`config.mk`:
```
export PLATFORM = sky130hd
export DESIGN_NAME = video_timing_top
export DESIGN_NICKNAME = d
export VERILOG_FILES = /design/src/source/video_pkg.sv /design/src/source/bar_pattern_gen.sv /design/src/source/mode_select.sv /design/src/source/raster_counter.sv /design/src/source/video_output_stage.sv /design/src/source/video_timing_top.sv
export SDC_FILE = /design/constraint.sdc
export NUM_CORES = 1
export LEC_CHECK = 0
export BUFFER_PORTS_ARGS = -buffer_cell sky130_fd_sc_hd__buf_2
export CAP_MARGIN = 20
export CORE_MARGIN = 2
export CORE_UTILIZATION = 40
export CTS_CLUSTER_SIZE = 28
export DETAILED_ROUTE_END_ITERATION = 12
export PLACE_DENSITY = 0.64
export SYNTH_ARGS = -nofsm -noshare
export SYNTH_HDL_FRONTEND = slang
export SYNTH_SLANG_ARGS = --single-unit
```
`constraint.sdc`:
```
create_clock -name clk50m_bufg -period 3.6 [get_ports clk50m_bufg]
set_input_delay 0 -clock clk50m_bufg [delete_from_list [all_inputs] [get_ports clk50m_bufg]]
set_output_delay 0 -clock clk50m_bufg [all_outputs]
set_load 0.01 [all_outputs]
```
`src/source/video_pkg.sv`:
```
package video_pkg;

////////////////////////////////////////
// Widths and mode codes
////////////////////////////////////////
localparam int cnt_w = 11; // Raster counter width

typedef logic [3:0] mode_code_t;

localparam mode_code_t MODE_VGA      = 4'b0000;
localparam mode_code_t MODE_SVGA     = 4'b0001;
localparam mode_code_t MODE_HDTV720P = 4'b0010; // Also the fallback
localparam mode_code_t MODE_XGA      = 4'b0011;
localparam mode_code_t MODE_SXGA     = 4'b1000;
localparam mode_code_t MODE_CAMERA   = 4'b1001;

////////////////////////////////////////
// Bus types
////////////////////////////////////////
typedef struct packed {
	logic [cnt_w-1:0] hsblnk;    // Last active pixel
	logic [cnt_w-1:0] hssync;    // Sync starts after this
	logic [cnt_w-1:0] hesync;    // Last sync pixel
	logic [cnt_w-1:0] heblnk;    // Last pixel of line
	logic [cnt_w-1:0] vsblnk;
	logic [cnt_w-1:0] vssync;
	logic [cnt_w-1:0] vesync;
	logic [cnt_w-1:0] veblnk;
	logic [cnt_w-1:0] bar_width; // Active width / 8
	logic             sync_negative;
} video_timing_t;

typedef struct packed {
	logic [cnt_w-1:0] hcount;
	logic [cnt_w-1:0] vcount;
	logic             hsync_int; // Raw syncs, active high
	logic             vsync_int;
	logic             hblnk;
	logic             vblnk;
} raster_t;

typedef struct packed {
	logic [7:0] red;
	logic [7:0] green;
	logic [7:0] blue;
} rgb_t;

typedef struct packed {
	logic hsync;
	logic vsync;
	logic de;
	rgb_t pixel;
} video_out_t;

// Bar order left to right
localparam rgb_t bar_colors [0:7] = '{
	'{8'hff, 8'hff, 8'hff}, // White
	'{8'hff, 8'hff, 8'h00}, // Yellow
	'{8'h00, 8'hff, 8'hff}, // Cyan
	'{8'h00, 8'hff, 8'h00}, // Green
	'{8'hff, 8'h00, 8'hff}, // Magenta
	'{8'hff, 8'h00, 8'h00}, // Red
	'{8'h00, 8'h00, 8'hff}, // Blue
	'{8'h00, 8'h00, 8'h00}  // Black
};

////////////////////////////////////////
// Format constants
////////////////////////////////////////
// 640x480
localparam logic [cnt_w-1:0] HPIXELS_VGA = 11'd640;
localparam logic [cnt_w-1:0] VLINES_VGA  = 11'd480;
localparam logic [cnt_w-1:0] HSYNCPW_VGA = 11'd96;
localparam logic [cnt_w-1:0] VSYNCPW_VGA = 11'd2;
localparam logic [cnt_w-1:0] HFNPRCH_VGA = 11'd16;
localparam logic [cnt_w-1:0] VFNPRCH_VGA = 11'd11;
localparam logic [cnt_w-1:0] HBKPRCH_VGA = 11'd48;
localparam logic [cnt_w-1:0] VBKPRCH_VGA = 11'd31;
// 800x600
localparam logic [cnt_w-1:0] HPIXELS_SVGA = 11'd800;
localparam logic [cnt_w-1:0] VLINES_SVGA  = 11'd600;
localparam logic [cnt_w-1:0] HSYNCPW_SVGA = 11'd128;
localparam logic [cnt_w-1:0] VSYNCPW_SVGA = 11'd4;
localparam logic [cnt_w-1:0] HFNPRCH_SVGA = 11'd40;
localparam logic [cnt_w-1:0] VFNPRCH_SVGA = 11'd1;
localparam logic [cnt_w-1:0] HBKPRCH_SVGA = 11'd88;
localparam logic [cnt_w-1:0] VBKPRCH_SVGA = 11'd23;
// 1024x768
localparam logic [cnt_w-1:0] HPIXELS_XGA = 11'd1024;
localparam logic [cnt_w-1:0] VLINES_XGA  = 11'd768;
localparam logic [cnt_w-1:0] HSYNCPW_XGA = 11'd136;
localparam logic [cnt_w-1:0] VSYNCPW_XGA = 11'd6;
localparam logic [cnt_w-1:0] HFNPRCH_XGA = 11'd24;
localparam logic [cnt_w-1:0] VFNPRCH_XGA = 11'd3;
localparam logic [cnt_w-1:0] HBKPRCH_XGA = 11'd160;
localparam logic [cnt_w-1:0] VBKPRCH_XGA = 11'd29;
// 1280x720
localparam logic [cnt_w-1:0] HPIXELS_HDTV720P = 11'd1280;
localparam logic [cnt_w-1:0] VLINES_HDTV720P  = 11'd720;
localparam logic [cnt_w-1:0] HSYNCPW_HDTV720P = 11'd40;
localparam logic [cnt_w-1:0] VSYNCPW_HDTV720P = 11'd5;
localparam logic [cnt_w-1:0] HFNPRCH_HDTV720P = 11'd110;
localparam logic [cnt_w-1:0] VFNPRCH_HDTV720P = 11'd5;
localparam logic [cnt_w-1:0] HBKPRCH_HDTV720P = 11'd220;
localparam logic [cnt_w-1:0] VBKPRCH_HDTV720P = 11'd20;
// 1280x1024
localparam logic [cnt_w-1:0] HPIXELS_SXGA = 11'd1280;
localparam logic [cnt_w-1:0] VLINES_SXGA  = 11'd1024;
localparam logic [cnt_w-1:0] HSYNCPW_SXGA = 11'd112;
localparam logic [cnt_w-1:0] VSYNCPW_SXGA = 11'd3;
localparam logic [cnt_w-1:0] HFNPRCH_SXGA = 11'd48;
localparam logic [cnt_w-1:0] VFNPRCH_SXGA = 11'd1;
localparam logic [cnt_w-1:0] HBKPRCH_SXGA = 11'd248;
localparam logic [cnt_w-1:0] VBKPRCH_SXGA = 11'd38;
// Camera, 720 lines with trimmed porches
localparam logic [cnt_w-1:0] HPIXELS_CAMERA = 11'd1280;
localparam logic [cnt_w-1:0] VLINES_CAMERA  = 11'd720;
localparam logic [cnt_w-1:0] HSYNCPW_CAMERA = 11'd39;
localparam logic [cnt_w-1:0] VSYNCPW_CAMERA = 11'd4;
localparam logic [cnt_w-1:0] HFNPRCH_CAMERA = 11'd110;
localparam logic [cnt_w-1:0] VFNPRCH_CAMERA = 11'd4;
localparam logic [cnt_w-1:0] HBKPRCH_CAMERA = 11'd220;
localparam logic [cnt_w-1:0] VBKPRCH_CAMERA = 11'd22;

////////////////////////////////////////
// Timing lookup
////////////////////////////////////////
// Thresholds accumulate from the last active pixel onward
function automatic video_timing_t calc_timing(
	input logic [cnt_w-1:0] hpix,
	input logic [cnt_w-1:0] hfp,
	input logic [cnt_w-1:0] hsw,
	input logic [cnt_w-1:0] hbp,
	input logic [cnt_w-1:0] vlin,
	input logic [cnt_w-1:0] vfp,
	input logic [cnt_w-1:0] vsw,
	input logic [cnt_w-1:0] vbp,
	input logic             neg
);
	video_timing_t t;
	t.hsblnk        = hpix - cnt_w'(1);
	t.hssync        = t.hsblnk + hfp;
	t.hesync        = t.hssync + hsw;
	t.heblnk        = t.hesync + hbp;
	t.vsblnk        = vlin - cnt_w'(1);
	t.vssync        = t.vsblnk + vfp;
	t.vesync        = t.vssync + vsw;
	t.veblnk        = t.vesync + vbp;
	t.bar_width     = hpix >> 3; // Eight bars per line
	t.sync_negative = neg;
	return t;
endfunction

function automatic video_timing_t mode_timing(input mode_code_t mode);
	case (mode)
		MODE_VGA: return calc_timing(HPIXELS_VGA, HFNPRCH_VGA, HSYNCPW_VGA, HBKPRCH_VGA,
			VLINES_VGA, VFNPRCH_VGA, VSYNCPW_VGA, VBKPRCH_VGA, 1'b1);
		MODE_SVGA: return calc_timing(HPIXELS_SVGA, HFNPRCH_SVGA, HSYNCPW_SVGA, HBKPRCH_SVGA,
			VLINES_SVGA, VFNPRCH_SVGA, VSYNCPW_SVGA, VBKPRCH_SVGA, 1'b0);
		MODE_XGA: return calc_timing(HPIXELS_XGA, HFNPRCH_XGA, HSYNCPW_XGA, HBKPRCH_XGA,
			VLINES_XGA, VFNPRCH_XGA, VSYNCPW_XGA, VBKPRCH_XGA, 1'b1);
		MODE_SXGA: return calc_timing(HPIXELS_SXGA, HFNPRCH_SXGA, HSYNCPW_SXGA, HBKPRCH_SXGA,
			VLINES_SXGA, VFNPRCH_SXGA, VSYNCPW_SXGA, VBKPRCH_SXGA, 1'b0);
		MODE_CAMERA: return calc_timing(HPIXELS_CAMERA, HFNPRCH_CAMERA, HSYNCPW_CAMERA,
			HBKPRCH_CAMERA, VLINES_CAMERA, VFNPRCH_CAMERA, VSYNCPW_CAMERA,
			VBKPRCH_CAMERA, 1'b0);
		default: return calc_timing(HPIXELS_HDTV720P, HFNPRCH_HDTV720P, HSYNCPW_HDTV720P,
			HBKPRCH_HDTV720P, VLINES_HDTV720P, VFNPRCH_HDTV720P, VSYNCPW_HDTV720P,
			VBKPRCH_HDTV720P, 1'b0); // 720p and unknown codes
	endcase
endfunction

endpackage

```
`src/source/bar_pattern_gen.sv`:
```
`timescale 1ns/100ps

module bar_pattern_gen import video_pkg::*; #(
	parameter int CNT_W = cnt_w
) (
	input  logic          clk50m_bufg,
	input  logic          serdes_rst,
	input  video_timing_t timing,
	input  raster_t       raster,
	output rgb_t          bar_color
);

	logic [CNT_W-1:0] pix_cnt;  // Pixel within current bar
	logic [2:0]       bar_idx;
	logic             bar_end;

	assign bar_end = (pix_cnt == CNT_W'(timing.bar_width) - 1'b1);

	// Bar stepping
	always_ff @(posedge clk50m_bufg or posedge serdes_rst) begin
		if (serdes_rst) begin
			pix_cnt <= '0;
			bar_idx <= '0;
		end else if (raster.hblnk) begin
			pix_cnt <= '0; // Line blank rearms at bar 0
			bar_idx <= '0;
		end else if (bar_end) begin
			pix_cnt <= '0;
			if (bar_idx != 3'd7)
				bar_idx <= bar_idx + 1'b1; // Stick on last bar
		end else begin
			pix_cnt <= pix_cnt + 1'b1;
		end
	end

	// Colour lookup, one register stage
	always_ff @(posedge clk50m_bufg) begin
		if (raster.hblnk || raster.vblnk)
			bar_color <= '0; // Black in blanking
		else
			bar_color <= bar_colors[bar_idx];
	end

endmodule

```
`src/source/mode_select.sv`:
```
`timescale 1ns/100ps

module mode_select import video_pkg::*; #(
	parameter int DEBOUNCE_CYCLES = 50000
) (
	input  logic          clk50m_bufg,
	input  logic          serdes_rst,
	input  mode_code_t    sw,
	output video_timing_t timing,
	output logic          restart
);

	localparam int DB_W = $clog2(DEBOUNCE_CYCLES + 1);

	mode_code_t sw_meta;  // First synchronizer flop
	mode_code_t sw_sync;  // Second synchronizer flop
	mode_code_t sw_last;  // Previous synchronized sample
	mode_code_t mode_q;   // Mode in use
	logic [DB_W-1:0] stable_cnt;
	logic sw_steady;
	logic sw_new;
	logic db_done;

	////////////////////////////////////////
	// Switch synchronizer
	////////////////////////////////////////
	always_ff @(posedge clk50m_bufg or posedge serdes_rst) begin
		if (serdes_rst) begin
			sw_meta <= MODE_HDTV720P; // Matches the reset mode
			sw_sync <= MODE_HDTV720P;
			sw_last <= MODE_HDTV720P;
		end else begin
			sw_meta <= sw;
			sw_sync <= sw_meta;
			sw_last <= sw_sync;
		end
	end

	assign sw_steady = (sw_sync == sw_last);
	assign sw_new    = (sw_sync != mode_q);
	assign db_done   = (stable_cnt == DB_W'(DEBOUNCE_CYCLES - 1));

	////////////////////////////////////////
	// Debounce and mode hold
	////////////////////////////////////////
	always_ff @(posedge clk50m_bufg or posedge serdes_rst) begin
		if (serdes_rst) begin
			stable_cnt <= '0;
			mode_q     <= MODE_HDTV720P;
			timing     <= mode_timing(MODE_HDTV720P);
			restart    <= 1'b0;
		end else begin
			restart <= 1'b0; // Single cycle pulse
			if (!sw_steady || !sw_new) begin
				stable_cnt <= '0; // Bounce or nothing to change
			end else if (db_done) begin
				// Code held long enough, take it
				stable_cnt <= '0;
				mode_q     <= sw_sync;
				timing     <= mode_timing(sw_sync);
				restart    <= 1'b1;
			end else begin
				stable_cnt <= stable_cnt + 1'b1;
			end
		end
	end

endmodule

```
`src/source/raster_counter.sv`:
```
`timescale 1ns/100ps

module raster_counter import video_pkg::*; #(
	parameter int CNT_W = cnt_w
) (
	input  logic          clk50m_bufg,
	input  logic          serdes_rst,
	input  video_timing_t timing,
	input  logic          restart,
	output raster_t       raster
);

	logic [CNT_W-1:0] hcount;
	logic [CNT_W-1:0] vcount;
	logic             h_wrap;
	logic             v_wrap;

	// Last pixel of line / last line of frame
	assign h_wrap = (hcount >= CNT_W'(timing.heblnk));
	assign v_wrap = (vcount >= CNT_W'(timing.veblnk));

	////////////////////////////////////////
	// Counters
	////////////////////////////////////////
	always_ff @(posedge clk50m_bufg or posedge serdes_rst) begin
		if (serdes_rst) begin
			hcount <= '0;
			vcount <= '0;
		end else if (restart) begin
			hcount <= '0; // New mode starts a fresh frame
			vcount <= '0;
		end else if (h_wrap) begin
			hcount <= '0;
			vcount <= v_wrap ? '0 : vcount + 1'b1;
		end else begin
			hcount <= hcount + 1'b1;
		end
	end

	////////////////////////////////////////
	// Raw flags
	////////////////////////////////////////
	always_comb begin
		raster.hcount    = cnt_w'(hcount);
		raster.vcount    = cnt_w'(vcount);
		raster.hblnk     = (hcount > CNT_W'(timing.hsblnk));
		raster.vblnk     = (vcount > CNT_W'(timing.vsblnk));
		// Sync sits between front and back porch
		raster.hsync_int = (hcount > CNT_W'(timing.hssync)) &&
			(hcount <= CNT_W'(timing.hesync));
		raster.vsync_int = (vcount > CNT_W'(timing.vssync)) &&
			(vcount <= CNT_W'(timing.vesync));
	end

endmodule

```
`src/source/video_output_stage.sv`:
```
`timescale 1ns/100ps

module video_output_stage import video_pkg::*; (
	input  logic          clk50m_bufg,
	input  logic          serdes_rst,
	input  video_timing_t timing,
	input  raster_t       raster,
	input  rgb_t          bar_color,
	output video_out_t    video_out
);

	logic hsync_q;
	logic vsync_q;
	logic de_q;
	logic active;

	assign active = !raster.hblnk && !raster.vblnk;

	////////////////////////////////////////
	// Two-stage sync and DE pipeline
	////////////////////////////////////////
	always_ff @(posedge clk50m_bufg or posedge serdes_rst) begin
		if (serdes_rst) begin
			hsync_q   <= 1'b0;
			vsync_q   <= 1'b0;
			de_q      <= 1'b0;
			video_out <= '0;
		end else begin
			hsync_q <= raster.hsync_int ^ timing.sync_negative; // Polarity flip
			vsync_q <= raster.vsync_int ^ timing.sync_negative;
			de_q    <= active;
			video_out.hsync <= hsync_q;
			video_out.vsync <= vsync_q;
			video_out.de    <= de_q;
			video_out.pixel <= bar_color; // Already one stage in
		end
	end

endmodule

```
`src/source/video_timing_top.sv`:
```
`timescale 1ns/100ps

module video_timing_top import video_pkg::*; #(
	parameter int CNT_W           = cnt_w,
	parameter int DEBOUNCE_CYCLES = 50000 // About 1 ms at 50 MHz
) (
	input  logic       clk50m_bufg,
	input  logic       serdes_rst,
	input  mode_code_t sw,
	output video_out_t video_out
);

	video_timing_t timing;
	logic          restart;
	raster_t       raster;
	rgb_t          bar_color;

	// Mode switches to timing set
	mode_select #(
		.DEBOUNCE_CYCLES(DEBOUNCE_CYCLES)
	) u_mode_select (
		.clk50m_bufg(clk50m_bufg),
		.serdes_rst (serdes_rst),
		.sw         (sw),
		.timing     (timing),
		.restart    (restart)
	);

	raster_counter #(
		.CNT_W(CNT_W)
	) u_raster_counter (
		.clk50m_bufg(clk50m_bufg),
		.serdes_rst (serdes_rst),
		.timing     (timing),
		.restart    (restart),
		.raster     (raster)
	);

	bar_pattern_gen #(
		.CNT_W(CNT_W)
	) u_bar_pattern_gen (
		.clk50m_bufg(clk50m_bufg),
		.serdes_rst (serdes_rst),
		.timing     (timing),
		.raster     (raster),
		.bar_color  (bar_color)
	);

	// Aligns syncs, DE and pixel
	video_output_stage u_video_output_stage (
		.clk50m_bufg(clk50m_bufg),
		.serdes_rst (serdes_rst),
		.timing     (timing),
		.raster     (raster),
		.bar_color  (bar_color),
		.video_out  (video_out)
	);

endmodule
```
=== After elaboration in Yosys (flattened, before gate mapping) ===
Memory sizes are Yosys's and may differ from the RTL's. A register that Yosys moved wholly into a read port is not among the register bits.
Index checks and enable logic that the tools add are counted.

* Bits in registers: 199
* Latch bits: 0
* Bits in writable memories: 0
* ROM bits: 192
* Word-level logic and storage cells: 87
* Memories: 1

* $add $sub $neg: 6
* Multipliers: 0
* Div/mod/pow operators: 0
* $lt $le $gt $ge: 8
* Eq/ne operators: 9
* Shift-type cells: 0
* Muxes and demuxes: 15
* Bitwise operators: 4
* Reductions and logical operators: 15

{| class="wikitable"
|+ Memories
! name !! depth !! width !! read ports !! clocked after Yosys merged registers in !! write ports !! RTL line !! text
|-
| (name not given) || 8 || 24 || 1 || 1 || 0 || bar_pattern_gen.sv:41 || <nowiki>bar_color <= bar_colors[bar_idx];</nowiki>
|}

{| class="wikitable"
|+ Operators by type and width
! kind !! number
|-
| $pmux 100 s5 || 1
|-
| $mux 11 || 7
|-
| $gt 11x11->1 || 4
|-
| $add 11x1->11 const B || 3
|-
| $mux 16 || 2
|-
| $ge 11x11->1 || 2
|-
| $le 11x11->1 || 2
|-
| $add 16x1->16 const B || 1
|-
| $eq 16x16->1 const B || 1
|-
| $eq 11x11->1 || 1
|-
| $sub 11x1->11 const B || 1
|-
| $mux 3 || 3
|-
| $eq 4x4->1 const B || 2
|-
| $reduce_bool 2->1 || 3
|-
| $eq 4x1->1 const B || 1
|-
| $eq 4x2->1 const B || 1
|-
| $eq 4x4->1 || 1
|-
| $logic_not 1->1 || 4
|-
| $logic_not 4->1 || 1
|-
| $ne 4x4->1 || 1
|-
| $not 3->4 || 1
|-
| $reduce_and 2->1 || 2
|-
| $add 3x1->3 const B || 1
|-
| $logic_and 1x1->1 || 3
|-
| other kinds (5) || 8
|}

=== Depth between registers and ports, before layout ===
Gate-level depths: netlist (run 1).

* Depth after elaboration: 5
* Mapped depth: 10
* Mapped depth without buffers: 8

=== Hierarchy ===
Synthesis (run 1) repeated with hierarchy kept, for this count alone.

* Cell total of the unflattened synthesis: 905
* Area, all modules: 8891.0 um^2

{| class="wikitable"
|+ Modules (own cells, without submodules)
! module !! instances !! cells an instance !! area an instance (um^2) !! sequential area each (um^2)
|-
| mode_select || 1 || 305 || 3437.0 || 1651.6
|-
| raster_counter || 1 || 415 || 3308.2 || 550.5
|-
| bar_pattern_gen || 1 || 151 || 1370.1 || 410.4
|-
| video_output_stage || 1 || 34 || 775.7 || 750.7
|}

=== Least setup slack after synthesis (run 1) ===
No wires, ideal clock.

* Path kind: flip-flop to flip-flop
* Start: reg, netlist name u_mode_select.timing[14]
* End: reg u_raster_counter.vcount[0]
* Arrival: 2.149 ns
* Data required time: 3.475 ns
* Slack: 1.327 ns
* Cell stages (with the launch flop): 10
* Path buffers: 1
* Clock period less this slack: 2.273 ns
* Cell sequence: dfstp_2 > inv_1 > ha_1 > a31o_2 > a211o_1 > a21oi_1 > o21ai_0 > nor2b_1 > clkbuf_1 > mux2_2

* Cells in the longest elaborated chain, start to end: 4

{| class="wikitable"
|+ Ends and longest elaborated chain
! element !! RTL line !! text
|-
| $ge 11x11->1 || raster_counter.sv:20 || <nowiki>assign v_wrap = (vcount >= CNT_W'(timing.veblnk));</nowiki>
|-
| $mux 11 || raster_counter.sv:34 || <nowiki>vcount <= v_wrap ? '0 : vcount + 1'b1;</nowiki>
|-
| $mux 11 || raster_counter.sv:32 || <nowiki>end else if (h_wrap) begin</nowiki>
|-
| $mux 11 || raster_counter.sv:29 || <nowiki>end else if (restart) begin</nowiki>
|-
| end signal: assignment || raster_counter.sv:34 ||
|-
| end: declaration || raster_counter.sv:14 || <nowiki>logic [CNT_W-1:0] vcount;</nowiki>
|}

No other way between the ends. The select of a mux whose other input is x is not followed.
A chain may end at the register's enable or synchronous reset.

==> results of run 1 <==
## area by class of cell
class,instances,area [um^2]
inverters,43,164
fillers,1493,8470
clock buffers,19,453
clock inverters,13,130
flip-flops and latches,113,2840
repair buffers,41,273
well taps,216,270
multi-input cells,441,3180
## cells by family (layout without fill, tap and decap cells)
kind of cell    after synthesis  count (layout)  synth area share
flops                       113             113             0.443
mux                           4               4           0.00664
fa+ha+maj                    65              65             0.127
simple gates                204             204             0.165
buf+inv                      82             116            0.0617
compound gates              122             122             0.134
xor+xnor                     46              46            0.0629
## tightest hold or removal path: stages
cell	delay, ns
dlygate4sd3_1	0.53
buf_2	0.13
inv_4	0.11
## sequential cells by signal, summed over array words and instances, names as in the netlist
register,cells
u_bar_pattern_gen.bar_color,3
u_video_output_stage.hsync_q,1
u_mode_select.sw_sync,4
u_mode_select.mode_q,4
u_mode_select.timing,32
u_mode_select.restart,1
u_bar_pattern_gen.bar_idx,3
u_raster_counter.vcount,11
u_mode_select.sw_last,4
u_video_output_stage.vsync_q,1
u_video_output_stage.video_out,6
u_raster_counter.hcount,11
u_video_output_stage.de_q,1
u_mode_select.sw_meta,4
u_bar_pattern_gen.pix_cnt,11
u_mode_select.stable_cnt,16
## per-layer routing
metal  up-vias  routed length, um  global-route usage
li1       2282                  -                   -
met2       115               6610               0.291
met5         -                  0                   0
met3        24                692              0.0542
met4         0                310              0.0707
met1      2307               6520               0.232
## power breakdown
group / switching, mW / total, mW / internal (mW)
clock: 0.632 / 1.63 / 0.995
combinational: 0.0388 / 0.0574 / 0.0186
sequential: 0.0124 / 1.29 / 1.28
total: 0.683 / 2.98 / 2.29
## stage by stage
step / hold WS [ns] / instance area, um^2 / setup slack, ns / instances
3_3_place_gp: 0.105 / 6640 / 0.851 / 848
2_1_floorplan: 0.00448 / 6410 / 0.731 / 636
6_report: 0.0120 / 7300 / 0.719 / 886
5_1_grt: 0.00465 / 7300 / 0.449 / 886
4_1_cts: 0.198 / 7280 / 0.729 / 885
3_5_place_dp: 0.106 / 6640 / 0.792 / 848
## worst max path at each step
stage | slack (ns) | cells past startpoint | from | endpoint
5_1_grt | 0.45 | 8 | u_mode_select.timing[37]$_DFFE_PP0P_ | u_raster_counter.vcount[0]$_DFFE_PP0P_
4_1_cts | 0.73 | 8 | u_mode_select.timing[37]$_DFFE_PP0P_ | u_raster_counter.vcount[0]$_DFFE_PP0P_
3_5_place_dp | 0.79 | 8 | u_mode_select.timing[37]$_DFFE_PP0P_ | u_raster_counter.vcount[0]$_DFFE_PP0P_
3_3_place_gp | 0.85 | 8 | u_mode_select.timing[37]$_DFFE_PP0P_ | u_raster_counter.vcount[0]$_DFFE_PP0P_
6_report | 0.72 | 8 | u_mode_select.timing[37]$_DFFE_PP0P_ | u_raster_counter.vcount[0]$_DFFE_PP0P_
2_1_floorplan | 0.73 | 1 | serdes_rst | u_bar_pattern_gen.bar_idx[0]$_DFFE_PP0P_
## cells in the final DEF (no fill, tap or decap), drive strengths merged, types with 19 or more instances in the layout
cell / netlist / final
nand2: 32 / 32
ha: 65 / 65
dfstp: 20 / 20
xor2: 30 / 30
and3: 20 / 20
o21ai: 28 / 28
nor2: 60 / 60
clkbuf: 10 / 19
nand3: 22 / 22
dfrtp: 90 / 90
buf: 29 / 36
inv: 43 / 46
==> metrics.txt, run 1 <==
status=completed; setup violators final=0; Setup Skew=0.00752 ns; crit-path cells=inv_1 > ha_1 > a21o_1 > a21o_1 > a31oi_1 > o31ai_1 > nor2b_1 > mux2_2; Crit Path Category=flop to flop; vias in the first global route=4839; PortBufs=32; CP arrival=3.19 ns; Die X=131 um; sequential area share after synthesis=0.443; area leader, netlist=dfrtp_1; Placeable Area=15800 um^2; Final Hold Fails=0; Synth Net Count=707; Die ar.=17000 um^2; antenna violations before repair=0; clock-pin slew on the worst setup and hold paths=0.06 ns; Tcrit/Tclk final=0.800; Ant. Diodes=0; kind of cell adding the most delay to the critical path=compound AO/OA/AOI/OAI gates; Tmin final=2.88 ns; Cell Pwr Density=408 nW/um^2; Layout area overhead=14.0%; num rows=46; layout cell share with drive strength beyond 1=0.157; H-Tree Depth=4; final core utilization=0.463; post-DP HPWL=10.1 mm; WL per Instance=16.0 um; post-synth top area share=0.351; peak supply drop=363 uV; Root Buffer=clkbuf_16; CTS tree=done; R2R Setup Slk=0.72 ns; Post-synth EDFFs=0; CP Buf/Inv Count=1; top post-synthesis cells by area=dfrtp_1 (35%), ha_1 (13%), dfstp_2 (8.2%); hold buffer count at cts=5; fmax=0.347 GHz; Post-Syn Area=6410 um^2; drt via density=5.34; CTS resizes=0; Final Max Tran Viols=0; via count=4728; crit end category=flop; Clock Sinks=113; CP startpoint kind=flop; max-cap violations=0; CTS max path bufs=2; leakage power=3.34 nW; postcts setup bufs=0; clock latency on the worst-skew pair=0.42 ns; Die Span Y=131 um; worst r2r src=u_mode_select.timing[37]$_DFFE_PP0P_; Mean Syn Cell Area=10.1 um^2; Slew headroom=0.292; synth cell count leaders=dfrtp_1 (90), ha_1 (65), nor2_1 (59); Worst Hold Class=input pin to asynchronous set/reset pin; gr usage total=0.182; ys async rst share=0.973; slowest CP cell=o31ai_1; Iter 0 DRT Violations=351; top-count cell post-synth=dfrtp_1; Pwr Total=2.98 mW; Total Wirelength=14.1 mm; first-pass GRT wire length=24.0 mm; Initial Util=0.406; aggregate negative setup slack=0 ns; CP Max Fanout=11; DRC viols=0; Routed Antenna Nets=0; Yosys reg bits=113; Worst EP required=3.91 ns; gp weighted congestion=0.969; nets=728; peak per-stage delay on the critical path=0.85 ns; worst reg2reg path endpoint=u_raster_counter.vcount[0]$_DFFE_PP0P_; actual slew at the worst max-slew pin=1.05 ns; num ports=33; CTS buffer count=17; Netlist cell types=69; grt ovf=0; cell count after synthesis=636; Pre-antenna DRT Iters=5; YS warnings=0; largest net degree at the start of global routing=82; RSZ-0062 raised after global routing=false; Worst path most repeated cell=a21o_1; top_reg_cell synth=dfrtp_1; R2R cell count=8
Note: power is estimated with default switching activity, not from simulation.
==> run 2: changes to the inputs <==
PLACE_DENSITY = 0.66   (was 0.64)
clock period = 2.65 ns   (was 3.6 ns; I/O delays follow)
==> metrics.txt, run 2 (synthesized netlist as in run 1, its figures left out) <==
placed cells=856; register bank with the most flops=u_mode_select.timing; Placed Area=6700 um^2; CP arrival=2.65 ns; setup violators final=0; max reg flops=32; CP Buf/Inv Count=2; fin cells=893; Layout area overhead=14.8%; layout cell share with drive strength beyond 1=0.165; clock latency on the worst-skew pair=0.42 ns; drt via density=5.29; gp weighted congestion=0.841; postcts setup bufs=0; Die X=131 um; most frequent cells in the layout=dfrtp_1 (90), ha_1 (65), nor2_1 (59); slowest CP cell=dfstp_2; grt ovf=0; CP Max Fanout=10; Reg power frac=0.422; R2R Setup Slk=0.30 ns; num ports=33; Setup Skew=0.0101 ns; grt met3 use=0.0448; Final Max Tran Viols=0; kind of cell adding the most delay to the critical path=compound AO/OA/AOI/OAI gates; WHS Path Cells=2; CTS tree=done; switching part of the total=0.225; Worst EP required=2.96 ns; actual slew at the worst max-slew pin=0.594 ns; leakage power=3.37 nW; Most Used Layer, Global Route=met2; Initial Util=0.406; WL per Instance=15.4 um; post-DP HPWL=9.80 mm; worst reg2reg path endpoint=u_raster_counter.vcount[0]$_DFFE_PP0P_; RSZ-0062 raised after global routing=false; Tmin final=2.35 ns; antenna violations before repair=0; internal power=3.21 mW; P_sw=0.931 mW; Comb power frac=0.020; Total Wirelength=13.7 mm; peak per-stage delay on the critical path=0.53 ns; CTS resizes=0; post-route cell area=7360 um^2; crit end category=flop; status=completed; largest net degree at the start of global routing=111; vias in the first global route=4771; first-pass GRT wire length=23.3 mm; Placeable Area=15800 um^2; max-cap violations=0; Clk pwr share=0.558; Clock Sinks=113; Ant. Diodes=0; fmax=0.426 GHz; worst r2r src=u_mode_select.timing[14]$_DFFE_PP1P_; Crit Path Category=flop to flop; CTS max path bufs=2; Worst Hold Class=input pin to flop; Root Buffer=clkbuf_16; GR met2 Demand/Resource=0.284; Die Span Y=131 um; DRC viols=0; Iter 0 DRT Violations=331; aggregate negative setup slack=0 ns; met1 Usage GRT=0.229; commonest non-fill, non-tap cell in the layout=dfrtp_1; CTS buffer count=17; crit-path cells=inv_1 > ha_1 > a31o_2 > a211o_1 > a21oi_1 > o21ai_1 > nor2b_1 > buf_4 > mux2_2; nets=735; R2R cell count=9; top flop regs=u_mode_select.timing x32, u_mode_select.stable_cnt x16; Final Hold Fails=0; clock-pin slew on the worst setup and hold paths=0.06 ns; Slew headroom=0.604; CP startpoint kind=flop; via count=4728; hold_sp=sw[1]; PortBufs=32; Die ar.=17000 um^2; Hold Path End=u_mode_select.sw_meta[1]$_DFF_PP1_; Tcrit/Tclk final=0.886; gr usage total=0.176; num rows=46; Routed Antenna Nets=0; peak supply drop=474 uV; H-Tree Depth=4; Pre-antenna DRT Iters=5; Cell Pwr Density=563 nW/um^2
run 2: layout make-up:
| cell class | instances | area [um^2] |
|---|---|---|
| clock buffer | 19 | 453 |
| multi-input combinational | 441 | 3180 |
| fill | 1482 | 8410 |
| inverter | 43 | 165 |
| tap | 216 | 270 |
| timing repair buffer | 48 | 305 |
| clock inverter | 13 | 150 |
| sequential | 113 | 2840 |
run 2: worst max path at each step:
stage	startpoint	cells after the start	slack, ns	to
detailed placement	u_mode_select.timing[14]$_DFFE_PP1P_	9	0.33	u_raster_counter.vcount[0]$_DFFE_PP0P_
global route	u_mode_select.timing[14]$_DFFE_PP1P_	9	0.20	u_raster_counter.vcount[0]$_DFFE_PP0P_
floorplan	u_mode_select.timing[14]$_DFFE_PP1P_	9	0.38	u_raster_counter.vcount[0]$_DFFE_PP0P_
global placement	u_mode_select.timing[14]$_DFFE_PP1P_	9	0.37	u_raster_counter.vcount[0]$_DFFE_PP0P_
CTS	u_mode_select.timing[14]$_DFFE_PP1P_	9	0.32	u_raster_counter.vcount[0]$_DFFE_PP0P_
finish	u_mode_select.timing[14]$_DFFE_PP1P_	9	0.30	u_raster_counter.vcount[0]$_DFFE_PP0P_
run 2: power groups by stage:
stage                     combinational, mW  sequential (mW)  clock, mW
after floorplan                      0.0549             1.77          0
after global placement               0.0803             1.78          0
after detailed placement             0.0816             1.78          0
after CTS                            0.0875             1.75       2.35
after global routing                 0.0960             1.75       2.44
final                                0.0847             1.75       2.31
run 2: metrics by stage:
step	power (mW)	setup slack (ns)	hold slack, ns	util
after floorplan	1.83	0.377	0.00448	-
after global placement	1.86	0.368	0.106	0.425
after detailed placement	1.86	0.329	0.107	0.425
after CTS	4.19	0.319	0.199	0.467
after global routing	4.28	0.202	0.211	0.467
final	4.14	0.303	0.219	0.467
run 2: layer usage:
metal	vias to the layer above	wire length (um)
li1	2302	-
met1	2299	6360
met2	106	6530
met3	21	609
met4	0	237
met5	-	0
run 2: worst reg2reg max path, delay by kind of cell (launching register included):
| kind | cells | cell delay [ns] |
|---|---|---|
| compound gates | 4 | 0.75 |
| flops | 1 | 0.53 |
| fa+ha+maj | 1 | 0.31 |
| mux | 1 | 0.26 |
| buf+inv | 2 | 0.24 |
| simple gates | 1 | 0.14 |
run 2: what timing repair did:
item	CTS	global route
hold endpoints to repair	94	0
hold buffers	5	0
setup endpoints to repair	0	0
